<file path="src/verilog/cache_pkg.sv">
package cache_pkg;

	localparam int ADDR_W = 32;
	localparam int WORD_W = 32;

	typedef logic [ADDR_W-1:0] addr_t;
	typedef logic [WORD_W-1:0] word_t;

	typedef enum logic [1:0] {
		BYTE,
		HALF,
		WORD
	} access_size_t;

	typedef struct packed {
		addr_t        addr;
		logic         write;
		access_size_t size;
		word_t        wr_data;
	} cpu_req_t;

	// The write bit echoes the kind of the request being answered.
	typedef struct packed {
		word_t rd_data;
		logic  write;
	} cpu_rsp_t;

	localparam int MAX_LINE_WORDS = 8;

	// Lines shorter than MAX_LINE_WORDS occupy the low words and leave the upper words zero.
	typedef logic [MAX_LINE_WORDS*WORD_W-1:0] line_data_t;

	typedef struct packed {
		addr_t      addr;
		logic       write;
		line_data_t wr_line;
	} mem_req_t;

endpackage

</file>
<file path="src/verilog/cpu_req_fifo.sv">
`timescale 1ns/1ps

module cpu_req_fifo #(
	parameter int DEPTH = 4
) (
	input  logic                clk_i,
	input  logic                reset_i,
	input  logic                req_valid,
	output logic                req_ready,
	input  cache_pkg::cpu_req_t req,
	output logic                q_valid,
	input  logic                q_ready,
	output cache_pkg::cpu_req_t q_req
);

	localparam int PTR_W = (DEPTH > 1) ? $clog2(DEPTH) : 1;
	localparam int CNT_W = $clog2(DEPTH + 1);

	typedef logic [PTR_W-1:0] ptr_t;
	typedef logic [CNT_W-1:0] count_t;

	cache_pkg::cpu_req_t entries [DEPTH];
	ptr_t                wr_ptr;
	ptr_t                rd_ptr;
	count_t              count;
	logic                push;
	logic                pop;

	assign req_ready = count != count_t'(DEPTH);
	assign q_valid   = count != '0;
	assign q_req     = entries[rd_ptr];

	assign push = req_valid && req_ready;
	assign pop  = q_valid && q_ready;

	always_ff @(posedge clk_i) begin
		if (reset_i) begin
			wr_ptr <= '0;
			rd_ptr <= '0;
			count  <= '0;
		end else begin
			if (push) begin
				wr_ptr <= (wr_ptr == ptr_t'(DEPTH - 1)) ? '0 : wr_ptr + 1'b1;
			end
			if (pop) begin
				rd_ptr <= (rd_ptr == ptr_t'(DEPTH - 1)) ? '0 : rd_ptr + 1'b1;
			end
			if (push && !pop) begin
				count <= count + 1'b1;
			end else if (pop && !push) begin
				count <= count - 1'b1;
			end
		end
	end

	// Entry storage.
	always_ff @(posedge clk_i) begin
		if (push) begin
			entries[wr_ptr] <= req;
		end
	end

endmodule

</file>
<file path="config.mk">
export PLATFORM = sky130hd
export DESIGN_NAME = cpu_req_fifo
export DESIGN_NICKNAME = d
export VERILOG_FILES = /design/src/verilog/cache_pkg.sv /design/src/verilog/cpu_req_fifo.sv
export SDC_FILE = /design/constraint.sdc
export NUM_CORES = 1
export LEC_CHECK = 0
export BUFFER_PORTS_ARGS = -buffer_cell sky130_fd_sc_hd__buf_4
export CORE_ASPECT_RATIO = 0.5
export CORE_MARGIN = 5
export CORE_UTILIZATION = 61
export CTS_CLUSTER_DIAMETER = 200
export DETAILED_ROUTE_END_ITERATION = 8
export GPL_TIMING_DRIVEN = 1
export PLACE_DENSITY_LB_ADDON = 0.2
export SLEW_MARGIN = 10
export SYNTH_ARGS = -nofsm -noshare
export SYNTH_HDL_FRONTEND = slang
export SYNTH_SLANG_ARGS = --single-unit
</file>
<file path="constraint.sdc">
create_clock -name clk_i -period 3.4 [get_ports clk_i]
set_clock_uncertainty 0.05 [all_clocks]
set_input_delay 0.68 -clock clk_i [delete_from_list [all_inputs] [get_ports clk_i]]
set_output_delay 0.68 -clock clk_i [all_outputs]
set_load 0.05 [all_outputs]
</file>
=== Yosys cells after proc, flatten, opt, wreduce, memory -nomap -nowiden ===
Memories as Yosys holds them, arrays and structs flattened. A register that Yosys moved wholly into a read port is not among the register bits.
Index checks and enable logic that the tools add are counted.

* $add $sub $neg: 4
* Muxes and demuxes: 8
* Reduce and logical (&&, ||, !) cells: 8
* Equality and inequality tests: 3

{| class="wikitable"
|+ Operators with widths
! operator !! count
|-
| $mux 2 || 4
|-
| $mux 3 || 2
|-
| $add 2x1->2 const B || 2
|-
| $eq 2x2->1 const B || 2
|-
| $logic_and 1x1->1 || 4
|-
| $add 3x1->3 const B || 1
|-
| $ne 3x3->1 const B || 1
|-
| $reduce_bool 3->1 || 1
|-
| $sub 3x1->3 const B || 1
|-
| $logic_not 1->1 || 2
|-
| $mux 1 || 2
|-
| $reduce_bool 2->1 || 1
|}

* Input bits: 71
* Memories: 1
* Output and inout port bits: 69
* Flip-flop bits (word level): 7
* Memory bits (writable): 268
* Word-level logic and storage cells: 27

{| class="wikitable"
|+ Memory list
! name !! words !! width !! rd ports !! clocked after Yosys merged registers in !! write ports !! line !! source
|-
| entries || 4 || 67 || 1 || 1 || 1 || cpu_req_fifo.sv:22 || <nowiki>cache_pkg::cpu_req_t entries [DEPTH];</nowiki>
|}

=== Longest topological paths before layout ===
* Depth after elaboration: 6
* Mapped depth: 9
* Mapped depth without buffers: 8

=== Worst setup path before layout ===
Ideal clock, no wire load.

* Kind: input port to flip-flop
* From: in q_ready
* To: reg count[2]
* Arrival: 2.152 ns
* Setup slack: 1.127 ns
* Cell stages on the path: 7
* Required time: 3.280 ns
* Path through: o31ai_1 -> ha_1 -> inv_1 -> fa_1 -> xor2_1 -> or3_2 -> a21oi_1

* Cells in the longest elaborated chain, start to end: 4
* Elaborated cells on any way between the ends: 6

{| class="wikitable"
|+ Ends and longest elaborated chain
! element !! line !! source
|-
| start: declaration || cpu_req_fifo.sv:12 || <nowiki>input logic q_ready,</nowiki>
|-
| $logic_and 1x1->1 (*) || cpu_req_fifo.sv:34 || <nowiki>assign pop = q_valid && q_ready;</nowiki>
|-
| $logic_not 1->1 || cpu_req_fifo.sv:48 || <nowiki>if (push && !pop) begin</nowiki>
|-
| $logic_and 1x1->1 || cpu_req_fifo.sv:48 ||
|-
| $mux 3 or $reduce_bool 2->1 (tied branches) || - ||
|-
| end signal: assignment || cpu_req_fifo.sv:49 || <nowiki>count <= count + 1'b1;</nowiki>
|-
| end signal: assignment || cpu_req_fifo.sv:51 || <nowiki>count <= count - 1'b1;</nowiki>
|-
| end: declaration || cpu_req_fifo.sv:25 || <nowiki>count_t count;</nowiki>
|}

Mark *: on every way between the ends. The rest lies on a longest branch, timed or not.
A chain may end at the register's enable or synchronous reset.

==> impl_metrics.py <==
metrics = {
    "floorplan": {
        "ios": 140,
        "rows": 33,
        "die_h_um": 101,
        "dieArea_um2": 19500,
        "die_w_um": 192,
        "initial_core_util": 0.621,
        "design.core.area_um2": 16400,
    },
    "place": {
        "postPlaceCellArea_um2": 11500,
        "dp_hpwl_mm": 10.8,
        "gp_congestion": 0.747,
        "numPortBuffers": 139,
    },
    "route": {
        "postRouteAntennaNets": 0,
        "drc": 0,
        "first_pass_iters": 6,
        "wl_per_cell_um": 22.3,
        "viasPerCell": 5.64,
        "drt-initial-drc-count": 203,
        "wirelength_mm": 17.8,
        "num_vias": 4492,
    },
    "logic_synthesis": {
        "synthCells": 398,
        "synth.cell_area_um2": 10200,
        "syn_area_per_cell_um2": 25.5,
        "synth_seq_area_share": 0.811,
        "yosys_warnings": 0,
        "synth_top_area_share": 0.793,
        "synthArstFlopShare": 0,
        "syn_nets": 476,
        "synth-main-ff-cell": "edfxtp_1",
        "ys_top_cells_by_area": "edfxtp_1 (79%), mux4_2 (15%), dfxtp_1 (1.8%)",
        "synth-seq-cells": 277,
        "ys_types": 28,
        "synth_edf_count": 268,
        "synth_top_cell_by_area": "edfxtp_1",
    },
    "power_and_ir_drop": {
        "power.leakage_nw": 4.12,
        "power.density_nw_per_um2": 797,
        "peakVddDrop_v": 0.000701,
    },
    "timing": {
        "rsz0062_at_grt": "no",
        "period_share": 0.872,
        "setup_viol": 0,
        "relSlewSlack": 0.598,
        "final-max-slew-violation-count": 0,
        "fin_crit_ps": 2970,
        "worst_slew_pin_slew_ps": 603,
        "fin_setup_tns_ps": 0,
        "finalHoldViolCount": 0,
        "fmax_ghz": 0.337,
    },
    "cts": {
        "cts_root_buffer": "clkbuf_16",
        "cts_sinks": 277,
        "numCtsBuffers": 24,
        "cts_htree_levels": 1,
        "path_clk_slew_ps": 70,
        "postCtsSetupBuffers": 0,
        "cts_tree": "yes",
        "cts_buffer_depth": 3,
        "clk_latency_ps": 510,
        "ctsHoldBuffers": 0,
        "cts-resized-gates": 0,
    },
    "run": {
        "cap_violations": 0,
    },
    "worst_setup_path": {
        "crit_family": "flip-flops",
        "timing.critical_path.buf_inv": 2,
        "max_stage_delay_ps": 620,
        "crit_path_end_kind": "primary output",
        "crit_path_start_kind": "flop",
        "arrival_ps": 2240,
        "cp.required_ps": 2670,
        "crit_fanout": 28,
        "crit_chain": "buf_12 > mux4_2 > buf_4",
        "slowest_stage": "dfxtp_4",
        "worstSetupPathType": "reg -> out",
    },
    "worst_hold_path": {
        "holdCritPathClass": "in -> reg",
    },
    "cells_and_area": {
        "antenna_cells": 0,
        "fin_nets": 631,
        "syn_to_final_growth_pct": 20.7,
        "drive_gt1_frac": 0.447,
        "final_area_um2": 12200,
    },
    "global_route": {
        "antenna_found_initial": 0,
        "grt_util_all_layers": 0.188,
        "first_global_vias": 4872,
        "grt_pass1_wl_mm": 27.5,
        "overflow": 0,
        "grt_max_degree": 54,
    },
    "outcome": {
        "status": "finished, final reports clean",
    },
}
-- final cells by class --
cell class                      instances  area, µm²
Clock buffer                           31        648
Clock inverter                         12       78.8
Fill cell                             939       4100
Inverter                                3       11.3
Multi-Input combinational cell        101       1810
Sequential cell                       277       8240
Tap cell                              227        284
Timing Repair Buffer                  146       1180
-- kinds of logic (layout without fill, tap and decap cells) --
group,after synthesis,after routing,share of synthesized area
muxes,70,70,0.152
and+or+nand+nor,17,17,0.0105
AOI/OAI and AO/OA,5,5,0.00345
adders and majority gates,7,7,0.00937
xor gates and xnor gates,2,2,0.00173
DFF,277,277,0.811
buffers and inverters,20,192,0.0128
-- metrics by stage --
stage | utilization | worst slack, ps | instances | power [mW] | hold slack [ps]
5_1_grt | 0.749 | 297 | 797 | 10.2 | 299
2_1_floorplan | - | 1130 | 398 | 6.46 | 413
3_3_place_gp | 0.705 | 912 | 754 | 7.31 | 426
6_report | 0.749 | 434 | 797 | 9.76 | 315
3_5_place_dp | 0.705 | 906 | 754 | 7.34 | 454
4_1_cts | 0.749 | 366 | 797 | 9.86 | 302
-- layout by cell type, fill, tap and decap left out, types with 2 or more instances in the layout --
cell       instances
and3_4             4
ha_1               6
buf_12             7
dfxtp_1            7
dfxtp_4            2
xor2_1             2
nand2b_1           2
mux2i_1            3
a21oi_1            2
clkinv_2           6
clkbuf_16         25
clkinv_1           5
clkbuf_1           6
nor2_1             3
or3_2              2
edfxtp_1         268
buf_4            139
inv_1              3
mux4_2            67
-- per-layer routing --
metal | vias to the layer above | track usage | routed length (µm)
met5 | - | 0 | 0
met4 | 0 | 0.0312 | 236
met3 | 18 | 0.0482 | 1030
met2 | 109 | 0.312 | 8820
met1 | 2346 | 0.265 | 7700
li1 | 2019 | - | -
-- registers in the layout, indices dropped and copies added (netlist names), named ones only --
register  count
count         3
rd_ptr        2
wr_ptr        2
entries     268
-- synth_stat cells (2+ instances only) --
library cell / instances
buf_6: 5
and3_2: 4
xor2_1: 2
mux4_2: 67
nor2_1: 3
mux2i_1: 3
nand2b_1: 2
dfxtp_1: 9
buf_2: 4
buf_4: 3
inv_1: 3
ha_1: 6
edfxtp_1: 268
or3_2: 2
a21oi_1: 2
buf_1: 3
-- power breakdown --
part,switching (mW),internal (mW)
sequential,0.147,4.14
clock,1.12,1.42
combinational,1.88,1.05
-- worst paths after layout --
kind | from | to | slack, ps | depth (start not counted)
max | flop | q_req[60] | 430 | 3
max reg2reg | count[0] | count[2] | 970 | 7
min | req[46] | entries[1][46] | 320 | 1
min reg2reg | wr_ptr[1] | wr_ptr[1] | 460 | 2
(Power assumes the default switching activity.)
