`src/verilog/cache_pkg.sv`:
```
package cache_pkg;

	localparam int ADDR_W = 32;
	localparam int WORD_W = 32;

	typedef logic [ADDR_W-1:0] addr_t;
	typedef logic [WORD_W-1:0] word_t;

	typedef enum logic [1:0] {
		BYTE,
		HALF,
		WORD
	} access_size_t;

	typedef struct packed {
		addr_t        addr;
		logic         write;
		access_size_t size;
		word_t        wr_data;
	} cpu_req_t;

	// The write bit echoes the kind of the request being answered.
	typedef struct packed {
		word_t rd_data;
		logic  write;
	} cpu_rsp_t;

	localparam int MAX_LINE_WORDS = 8;

	// Lines shorter than MAX_LINE_WORDS occupy the low words and leave the upper words zero.
	typedef logic [MAX_LINE_WORDS*WORD_W-1:0] line_data_t;

	typedef struct packed {
		addr_t      addr;
		logic       write;
		line_data_t wr_line;
	} mem_req_t;

endpackage

```
`src/verilog/dcache.sv`:
```
`timescale 1ns/1ps

module dcache #(
	parameter int NUM_LINES  = 8,
	parameter int LINE_WORDS = 4
) (
	input  logic                  clk_i,
	input  logic                  reset_i,
	input  logic                  q_valid,
	output logic                  q_ready,
	input  cache_pkg::cpu_req_t   q_req,
	output logic                  rsp_valid,
	input  logic                  rsp_ready,
	output cache_pkg::cpu_rsp_t   rsp,
	output logic                  mem_req_valid,
	input  logic                  mem_req_ready,
	output cache_pkg::mem_req_t   mem_req,
	input  logic                  mem_rsp_valid,
	input  cache_pkg::line_data_t mem_rsp_line
);

	localparam int BYTE_OFF_W = $clog2(cache_pkg::WORD_W / 8);
	localparam int WORD_SEL_W = $clog2(LINE_WORDS);
	localparam int INDEX_W    = $clog2(NUM_LINES);
	localparam int TAG_W      = cache_pkg::ADDR_W - INDEX_W - WORD_SEL_W - BYTE_OFF_W;
	localparam int LINE_BITS  = LINE_WORDS * cache_pkg::WORD_W;

	typedef logic [TAG_W-1:0]      tag_t;
	typedef logic [INDEX_W-1:0]    index_t;
	typedef logic [WORD_SEL_W-1:0] word_sel_t;
	typedef logic [BYTE_OFF_W-1:0] byte_off_t;
	typedef logic [LINE_WORDS-1:0][cache_pkg::WORD_W-1:0] line_t;

	typedef struct packed {
		tag_t      tag;
		index_t    index;
		word_sel_t word;
		byte_off_t boff;
	} split_addr_t;

	typedef enum logic [2:0] {
		READY,
		WRITEBACK_REQ,
		WRITEBACK_WAIT,
		FILL_REQ,
		FILL_WAIT
	} state_t;

	function automatic cache_pkg::word_t merge_store(input cache_pkg::word_t old_word,
			input cache_pkg::word_t wdata, input cache_pkg::access_size_t size,
			input byte_off_t boff);
		cache_pkg::word_t result;
		result = old_word;
		case (size)
		cache_pkg::BYTE: result[8*boff +: 8] = wdata[7:0];
		cache_pkg::HALF: result[8*boff +: 16] = wdata[15:0];
		default: result = wdata;
		endcase
		return result;
	endfunction

	// Zero-extends the addressed byte or half.
	function automatic cache_pkg::word_t load_extract(input cache_pkg::word_t word,
			input cache_pkg::access_size_t size, input byte_off_t boff);
		cache_pkg::word_t result;
		result = '0;
		case (size)
		cache_pkg::BYTE: result[7:0] = word[8*boff +: 8];
		cache_pkg::HALF: result[15:0] = word[8*boff +: 16];
		default: result = word;
		endcase
		return result;
	endfunction

	state_t             state;
	state_t             next_state;
	tag_t               tags [NUM_LINES];
	line_t              lines [NUM_LINES];
	logic [NUM_LINES-1:0] line_valid;
	logic [NUM_LINES-1:0] line_dirty;
	split_addr_t        req_addr;
	line_t              cur_line;
	line_t              fill_line;
	cache_pkg::word_t   store_word;
	logic               hit;
	logic               rsp_free;
	logic               complete;
	logic               fill_done;

	assign req_addr   = q_req.addr;
	assign cur_line   = lines[req_addr.index];
	assign hit        = line_valid[req_addr.index] && (tags[req_addr.index] == req_addr.tag);
	assign rsp_free   = !rsp_valid || rsp_ready;
	assign complete   = (state == READY) && q_valid && hit && rsp_free;
	assign q_ready    = complete;
	assign fill_done  = (state == FILL_WAIT) && mem_rsp_valid;
	assign store_word = merge_store(cur_line[req_addr.word], q_req.wr_data, q_req.size,
			req_addr.boff);

	// Incoming line with store data already merged in.
	always_comb begin
		fill_line = mem_rsp_line[LINE_BITS-1:0];
		if (q_req.write) begin
			fill_line[req_addr.word] = merge_store(fill_line[req_addr.word], q_req.wr_data,
					q_req.size, req_addr.boff);
		end
	end

	always_comb begin
		next_state = state;
		case (state)
		READY: begin
			if (q_valid && !hit) begin
				if (line_valid[req_addr.index] && line_dirty[req_addr.index])
					next_state = WRITEBACK_REQ;
				else
					next_state = FILL_REQ;
			end
		end
		WRITEBACK_REQ: begin
			if (mem_req_ready)
				next_state = WRITEBACK_WAIT;
		end
		WRITEBACK_WAIT: begin
			if (mem_rsp_valid)
				next_state = FILL_REQ;
		end
		FILL_REQ: begin
			if (mem_req_ready)
				next_state = FILL_WAIT;
		end
		FILL_WAIT: begin
			if (mem_rsp_valid)
				next_state = READY;
		end
		default: next_state = READY;
		endcase
	end

	always_comb begin
		mem_req_valid = 1'b0;
		mem_req       = '0;
		case (state)
		WRITEBACK_REQ: begin
			mem_req_valid = 1'b1;
			mem_req.addr  = {tags[req_addr.index], req_addr.index,
					{(WORD_SEL_W + BYTE_OFF_W){1'b0}}};
			mem_req.write = 1'b1;
			mem_req.wr_line[LINE_BITS-1:0] = cur_line;
		end
		FILL_REQ: begin
			mem_req_valid = 1'b1;
			mem_req.addr  = {req_addr.tag, req_addr.index,
					{(WORD_SEL_W + BYTE_OFF_W){1'b0}}};
		end
		default: ;
		endcase
	end

	always_ff @(posedge clk_i) begin
		if (reset_i) begin
			state      <= READY;
			line_valid <= '0;
			line_dirty <= '0;
			rsp_valid  <= 1'b0;
		end else begin
			state <= next_state;
			if (complete)
				rsp_valid <= 1'b1;
			else if (rsp_ready)
				rsp_valid <= 1'b0;
			if (complete && q_req.write)
				line_dirty[req_addr.index] <= 1'b1;
			if (state == WRITEBACK_WAIT && mem_rsp_valid)
				line_dirty[req_addr.index] <= 1'b0;
			if (fill_done) begin
				line_valid[req_addr.index] <= 1'b1;
				line_dirty[req_addr.index] <= q_req.write;
			end
		end
	end

	always_ff @(posedge clk_i) begin
		if (fill_done) begin
			lines[req_addr.index] <= fill_line;
			tags[req_addr.index]  <= req_addr.tag;
		end else if (complete && q_req.write) begin
			lines[req_addr.index][req_addr.word] <= store_word;
		end
		if (complete) begin
			rsp.write   <= q_req.write;
			rsp.rd_data <= q_req.write ? '0 :
					load_extract(cur_line[req_addr.word], q_req.size, req_addr.boff);
		end
	end

endmodule

```
`config.mk`:
```
export PLATFORM = sky130hd
export DESIGN_NAME = dcache
export DESIGN_NICKNAME = d
export VERILOG_FILES = /design/src/verilog/cache_pkg.sv /design/src/verilog/dcache.sv
export SDC_FILE = /design/constraint.sdc
export NUM_CORES = 2
export LEC_CHECK = 0
export ABC_AREA = 1
export BUFFER_PORTS_ARGS = -buffer_cell sky130_fd_sc_hd__buf_2
export CAP_MARGIN = 10
export CORE_ASPECT_RATIO = 1.25
export CORE_MARGIN = 4
export CORE_UTILIZATION = 40
export DETAILED_ROUTE_END_ITERATION = 10
export GPL_TIMING_DRIVEN = 0
export PLACE_DENSITY_LB_ADDON = 0.15
export SLEW_MARGIN = 5
export SYNTH_ARGS = -nofsm -noshare
export SYNTH_HDL_FRONTEND = slang
export SYNTH_SLANG_ARGS = --single-unit
export TNS_END_PERCENT = 30
```
`constraint.sdc`:
```
create_clock -name clk_i -period 6.6 [get_ports clk_i]
set_input_delay 0.33 -clock clk_i [delete_from_list [all_inputs] [get_ports clk_i]]
set_output_delay 0.33 -clock clk_i [all_outputs]
set_load 0.005 [all_outputs]
```
# Word level (Yosys, flattened, before mapping)
# Memory sizes are Yosys's and may differ from the RTL's.
# Cells that the tools add are included.
[word_totals]
regBits = 53
ram_bits = 1224
input_bits = 329
wordCells = 358
mem_count = 2
[mem_list]
columns = ["name", "depth", "width", "read_ports", "rd_clocked_by_memory_dff", "write_ports", "line", "rtl"]
rows = [
  ["lines", 8, 128, 1, 0, 1, "dcache.sv:78", "line_t lines [NUM_LINES];"],
  ["tags", 8, 25, 1, 0, 1, "dcache.sv:77", "tag_t tags [NUM_LINES];"],
]
[op_classes]
muxes = 175
n_shift = 6
addsub = 1
bitwise_logic = 132
eq_ne = 11
n_reduce_logical = 20
n_lt_le_gt_ge = 4
[op_table]
columns = ["cell", "n"]
rows = [
  ["128-bit two-way mux", 3],
  ["32-bit case mux with 2 select lines", 3],
  ["1-bit two-way mux", 139],
  ["32-bit binary-select mux with 2-bit select", 2],
  ["128-bit bitwise mux", 1],
  ["32-bit bitwise mux", 4],
  ["32-bit two-way mux", 4],
  ["1-bit bitwise OR", 128],
  ["32-bit demux with 2-bit select", 1],
  ["8-bit two-way mux", 5],
  ["5-bit negation with 34-bit output", 1],
  ["16-bit by 34-bit variable shift with 32-bit output, first input constant", 1],
  ["8-bit by 34-bit variable shift with 32-bit output, first input constant", 1],
  ["16-bit by 34-bit indexed part select with 32-bit output", 1],
  ["8-bit by 34-bit indexed part select with 32-bit output", 1],
  ["8-bit case mux with 2 select lines", 2],
  ["32-bit by 6-bit indexed part select with 16-bit output", 1],
  ["32-bit by 6-bit indexed part select with 8-bit output", 1],
  ["25-bit == test", 1],
  ["8-bit bitwise OR", 2],
  ["3-bit two-way mux", 5],
  ["3-bit case mux with 5 select lines", 1],
  ["1-bit logical AND", 11],
  ["8-bit bitwise AND", 1],
  ["other kinds (23)", 29],
]

# Depth between registers and ports, before layout
[logic_depth]
ltp_word = 13
ltp_mapped = 22

# Least setup slack after synthesis
# No wires, ideal clock.
[synth_path]
kind = "input to register"
start = "input port q_req[39] (netlist bit)"
end = "memory lines[0][0] (netlist bit), enable pin"
arrival_ps = 4272
setup_time_ps = 432
required_time_ps = 6168
slack_ps = 1896
stages = 17
path_cell_list = "buf_2 > buf_4 > buf_2 > o211ai_1 > nand2_1 > nor2_1 > nor2_1 > nor2_1 > nand2_1 > nor2_1 > nand2_1 > nor2_4 > nand2_2 > nor2_8 > nand3_2 > buf_2 > a21oi_1"
[synth_between]
elab_chain_cells = 10
word_cells_on_any_way = 12
cone_classes = "eq/ne: 1; mux: 5; bitwise: 1; reduce/logical: 4; memory: 1"
[synth_lines]
columns = ["element", "line", "rtl"]
rows = [
  ["from (decl)", "dcache.sv:11", "input cache_pkg::cpu_req_t q_req,"],
  ["memory read 8 x 25 bit / 1-bit binary-select mux with 3-bit select (equally long branches)", "--", ""],
  ["25-bit == test / 1-bit two-way mux (equally long branches)", "dcache.sv:92", "assign hit = line_valid[req_addr.index] && (tags[req_addr.index] == req_addr.tag);"],
  ["1-bit logical AND (*)", "dcache.sv:92", ""],
  ["1-bit logical AND (*) (2 in a row)", "dcache.sv:94", "assign complete = (state == READY) && q_valid && hit && rsp_free;"],
  ["named net q_ready", "dcache.sv:10", "output logic q_ready,"],
  ["1-bit logical AND (*)", "dcache.sv:187", "end else if (complete && q_req.write) begin"],
  ["1-bit two-way mux (*)", "dcache.sv:187", ""],
  ["1-bit two-way mux (*)", "dcache.sv:184", "if (fill_done) begin"],
  ["128-bit two-way mux (not written as such) (*)", "dcache.sv:188", "lines[req_addr.index][req_addr.word] <= store_word;"],
  ["1-bit bitwise OR (no source line) (*)", "--", ""],
  ["to (decl)", "dcache.sv:78", ""],
]
# Mark *: on every way through the listed nets, which the timed path passes. The rest lies on a longest branch. The select of a mux whose other input is x is not followed.

# Worst setup path in the final report
[layout_path]
start = "input port q_req[35] (netlist bit)"
end = "memory lines[5][4] (netlist bit) (data pin)"
[layout_between]
elab_chain_cells = 8
word_cells_on_any_way = 15
cone_classes = "add/sub: 1; shift: 4; mux: 10"
[layout_lines]
columns = ["element", "line", "rtl"]
rows = [
  ["5-bit negation with 34-bit output (*)", "dcache.sv:55, dcache.sv:56", ""],
  ["16-bit by 34-bit indexed part select with 32-bit output (tied with other cells)", "dcache.sv:56", "cache_pkg::HALF: result[8*boff +: 16] = wdata[15:0];"],
  ["32-bit bitwise mux, on equally long branches", "dcache.sv:56, dcache.sv:55", ""],
  ["32-bit case mux with 2 select lines", "dcache.sv:54", "case (size)"],
  ["32-bit two-way mux", "dcache.sv:103", "if (q_req.write) begin"],
  ["128-bit bitwise mux", "dcache.sv:104", "fill_line[req_addr.word] = merge_store(fill_line[req_addr.word], q_req.wr_data,"],
  ["128-bit two-way mux", "dcache.sv:103", ""],
  ["1-bit two-way mux (no source line) (*)", "--", ""],
]
# Every way passes the cells marked *; elsewhere a longest branch is shown, timed or not. The select of a mux whose other input is x is not followed.

==> impl_metrics.env <==
export IMPL_end_kind="register"
export IMPL_dieArea_um2=154000
export IMPL_grt_max_degree=39
export IMPL_p_sw_share_pct=28.7
export IMPL_ant_nets=0
export IMPL_p_int_w=0.0137
export IMPL_dp_hpwl_mm=211
export IMPL_drc_errors=0
export IMPL_antenna_found_initial=22
export IMPL_clock_skew_ns=0.0387
export IMPL_seq_power_share_pct=46.7
export IMPL_path_max_fanout=12
export IMPL_fin_crit_sh_pct=84.5
export IMPL_pwr_share_clk_pct=38.0
export IMPL_peakVddDrop_mv=0.277
export IMPL_worst_slew_pin_slew_ns=1.43
export IMPL_nets=7062
export IMPL_combPwrFrac_pct=15.3
export IMPL_wire_per_inst_um=31.9
export IMPL_fin_crit_ns=5.57
export IMPL_viasPerCell=5.65
export IMPL_initial_utilization_pct=40.4
export IMPL_setup_viol=0
export IMPL_synth_cell_types=47
export IMPL_instances_no_fill=8749
export IMPL_fp_dieH_um=438
export IMPL_fmax_mhz=179
export IMPL_grt_overflow=0
export IMPL_slew_headroom_pct=4.75
export IMPL_synthesis_instances=5967
export IMPL_cp_top_family="buffers and inverters"
export IMPL_vias=49400
export IMPL_syn_to_final_growth_pct=18.8
export IMPL_synth_avg_cell_area_um2=9.92
export IMPL_p_switching_w=0.00553
export IMPL_wirelength_mm=280
export IMPL_hold_buffers=31
export IMPL_layout_drive_gt1_share_pct=13.7
export IMPL_ys_ff_latch=1277
export IMPL_cts_tree="done"
export IMPL_critPathMaxStageDelay_ns=0.89
export IMPL_hold_class="in2reg"
export IMPL_start_kind="primary input"
export IMPL_finalHoldViolCount=0
export IMPL_syn_area_um2=59200
export IMPL_max_cap_violations=0
export IMPL_cp_required_ns=7.02
export IMPL_gp_congestion=1.03
export IMPL_insertion_delay_ns=0.79
export IMPL_cts_setup_buffers=0
export IMPL_io_pins=654
export IMPL_placed_cells=8464
export IMPL_arrival_ns=5.99
export IMPL_leakagePower_nw=28.6
export IMPL_status="complete, no violations"
export IMPL_cts_made_buffers=133
export IMPL_drtIter0Drc=6931
export IMPL_grt_usage_pct=35.1
export IMPL_seq_area_frac_synth_pct=64.4
export IMPL_port_buffers=391
export IMPL_fp_dieW_um=352
export IMPL_rsz0062_at_grt="false"
export IMPL_cts_root_buf="clkbuf_16"
export IMPL_grt_pass1_wl_mm=374
export IMPL_fin_total_pwr_w=0.0193
export IMPL_clockBufferDepth=3
export IMPL_critical_path_buf_inv_count=6
export IMPL_path_cells="buf_2 -> inv_2 -> buf_1 -> ha_1 -> clkbuf_1 -> nor2_1 -> inv_1 -> nor2_1 -> inv_1 -> nor2_1 -> o21ai_0 -> o21ai_0 -> nand2_1 -> o21ai_0 -> nand2_1 -> o21ai_1"
export IMPL_p_per_area_nw_per_um2=274
export IMPL_slew_violations=0
export IMPL_firstDrtPassIters=6
export IMPL_dpl_cell_area_um2=65800
export IMPL_clk_pin_slew_ns=0.06
export IMPL_whs_ns=0.123
export IMPL_critical_path_class="in2reg"
export IMPL_ys_warn_count=0
export IMPL_setup_tns_ns=0
export IMPL_crit_path_top_delay_cell="nor2_1"
export IMPL_fin_area_um2=70400
export IMPL_clkSinkCount=1277
export IMPL_htree_levels=4
export IMPL_grt_pass1_vias=45600
export IMPL_post_cts_resized=0
export IMPL_rows=157
export IMPL_core_area_um2=147000
cells in the mapped netlist, drive strengths merged:
cell	instances	area share, %
a21boi	4	0.051
clkbuf	178	1.1
o221ai	23	0.34
o21a	1	0.013
nor2	386	2.5
or2	7	0.074
buf	243	2.6
o2bb2ai	2	0.030
inv	718	4.6
o22ai	27	0.29
nand3	122	1.1
nand3b	10	0.13
ha	6	0.13
or3	4	0.042
o21ai	329	2.8
nor3b	7	0.097
a22oi	107	1.4
nand4	72	0.76
a31oi	2	0.021
a211oi	67	0.85
and2	1	0.011
o31ai	8	0.10
edfxtp	1257	64
and3	10	0.11
o211ai	22	0.28
o21bai	1	0.013
nor3	6	0.051
a21oi	301	2.5
o2111ai	2	0.030
clkinv	3	0.019
dfxtp	20	0.68
a221oi	24	0.35
a22o	72	1.1
conb	1	0.0063
nand2	1924	12
placed cells by master, fill, tap and decap left out, types with 72 or more instances in the layout:
cell / Yosys / final
nand3_1: 118 / 118
o21ai_1: 125 / 124
a22o_1: 72 / 72
clkbuf_1: 178 / 204
a22oi_1: 107 / 107
buf_2: 75 / 468
edfxtp_1: 1257 / 1257
a21oi_1: 301 / 269
inv_1: 707 / 707
buf_4: 136 / 136
nor2_1: 381 / 373
nand2_1: 1919 / 1919
nand4_1: 72 / 72
clkbuf_16: 0 / 138
conb_1: 1 / 132
o21ai_0: 204 / 204
worst min-delay path, stage by stage:
cell and delay [ns]:
buf_2 0.13, nand2_1 0.07, nand2_1 0.10, nand4_1 0.09, nand2_1 0.05, nor2_1 0.07
per-layer routing:
layer	GRT usage (%)	wire, µm	up-vias
met4	24.5	23700	10
li1	-	-	21300
met1	42.9	101000	24000
met3	6.18	27000	799
met5	0	62	-
met2	56.9	128000	3336
worst paths after layout:
path	cells after the start	slack, ns	from	end
worst max register to register	17	1.50	tags[4][19]$_DFFE_PP_	lines[1][53]$_DFFE_PP_
worst max-delay path	16	1.03	q_req[35]	lines[5][4]$_DFFE_PP_
worst min register to register	2	0.47	line_valid[1]$_SDFFE_PP0P_	line_valid[1]$_SDFFE_PP0P_
worst min-delay path	6	0.12	q_valid	state[1]$_SDFFE_PP0P_
power groups by stage:
| stage | clock network (W) | logic [W] | registers, W |
|---|---|---|---|
| after floorplan | 0 | 0.00123 | 0.00917 |
| after global placement | 0 | 0.00278 | 0.00918 |
| after detailed placement | 0 | 0.00282 | 0.00918 |
| after CTS | 0.00734 | 0.00285 | 0.00900 |
| after global routing | 0.00767 | 0.00303 | 0.00900 |
| final | 0.00733 | 0.00294 | 0.00900 |
cell type report:
type	count	area, µm²
Sequential cell	1277	38100
Antenna cell	10	25.0
Buffer	421	2200
Multi-Input combinational cell	3679	17100
Clock buffer	174	3610
Inverter	721	2710
Clock inverter	65	504
Tap cell	1908	2390
Fill cell	13800	76400
Timing Repair Buffer	494	3690
per-stage QoR:
step                      setup WS [ns]  utilization [%]
after global routing              0.871             47.9
after global placement            -2.33             43.7
after CTS                          1.36             47.9
final                              1.03             47.9
after detailed placement          0.545             44.9
after floorplan                    1.90                -
sequential cells by signal, indices dropped and copies added (netlist names):
signal / cells
line_valid: 8
state: 3
rsp_valid: 1
lines: 1024
tags: 200
line_dirty: 8
rsp: 33
cells by family (layout without fill, tap and decap cells):
family / Yosys count / in the layout / share of synthesized area (%)
other: 1 / 142 / 0.00633
AO/OA/AOI/OAI: 992 / 992 / 10.1
adder cells (fa/ha/maj): 6 / 6 / 0.127
buffers and inverters: 1142 / 1875 / 8.27
flip-flops: 1277 / 1277 / 64.4
AND/OR/NAND/NOR: 2549 / 2549 / 17.1
No activity file was read; power rests on OpenSTA's default activity.
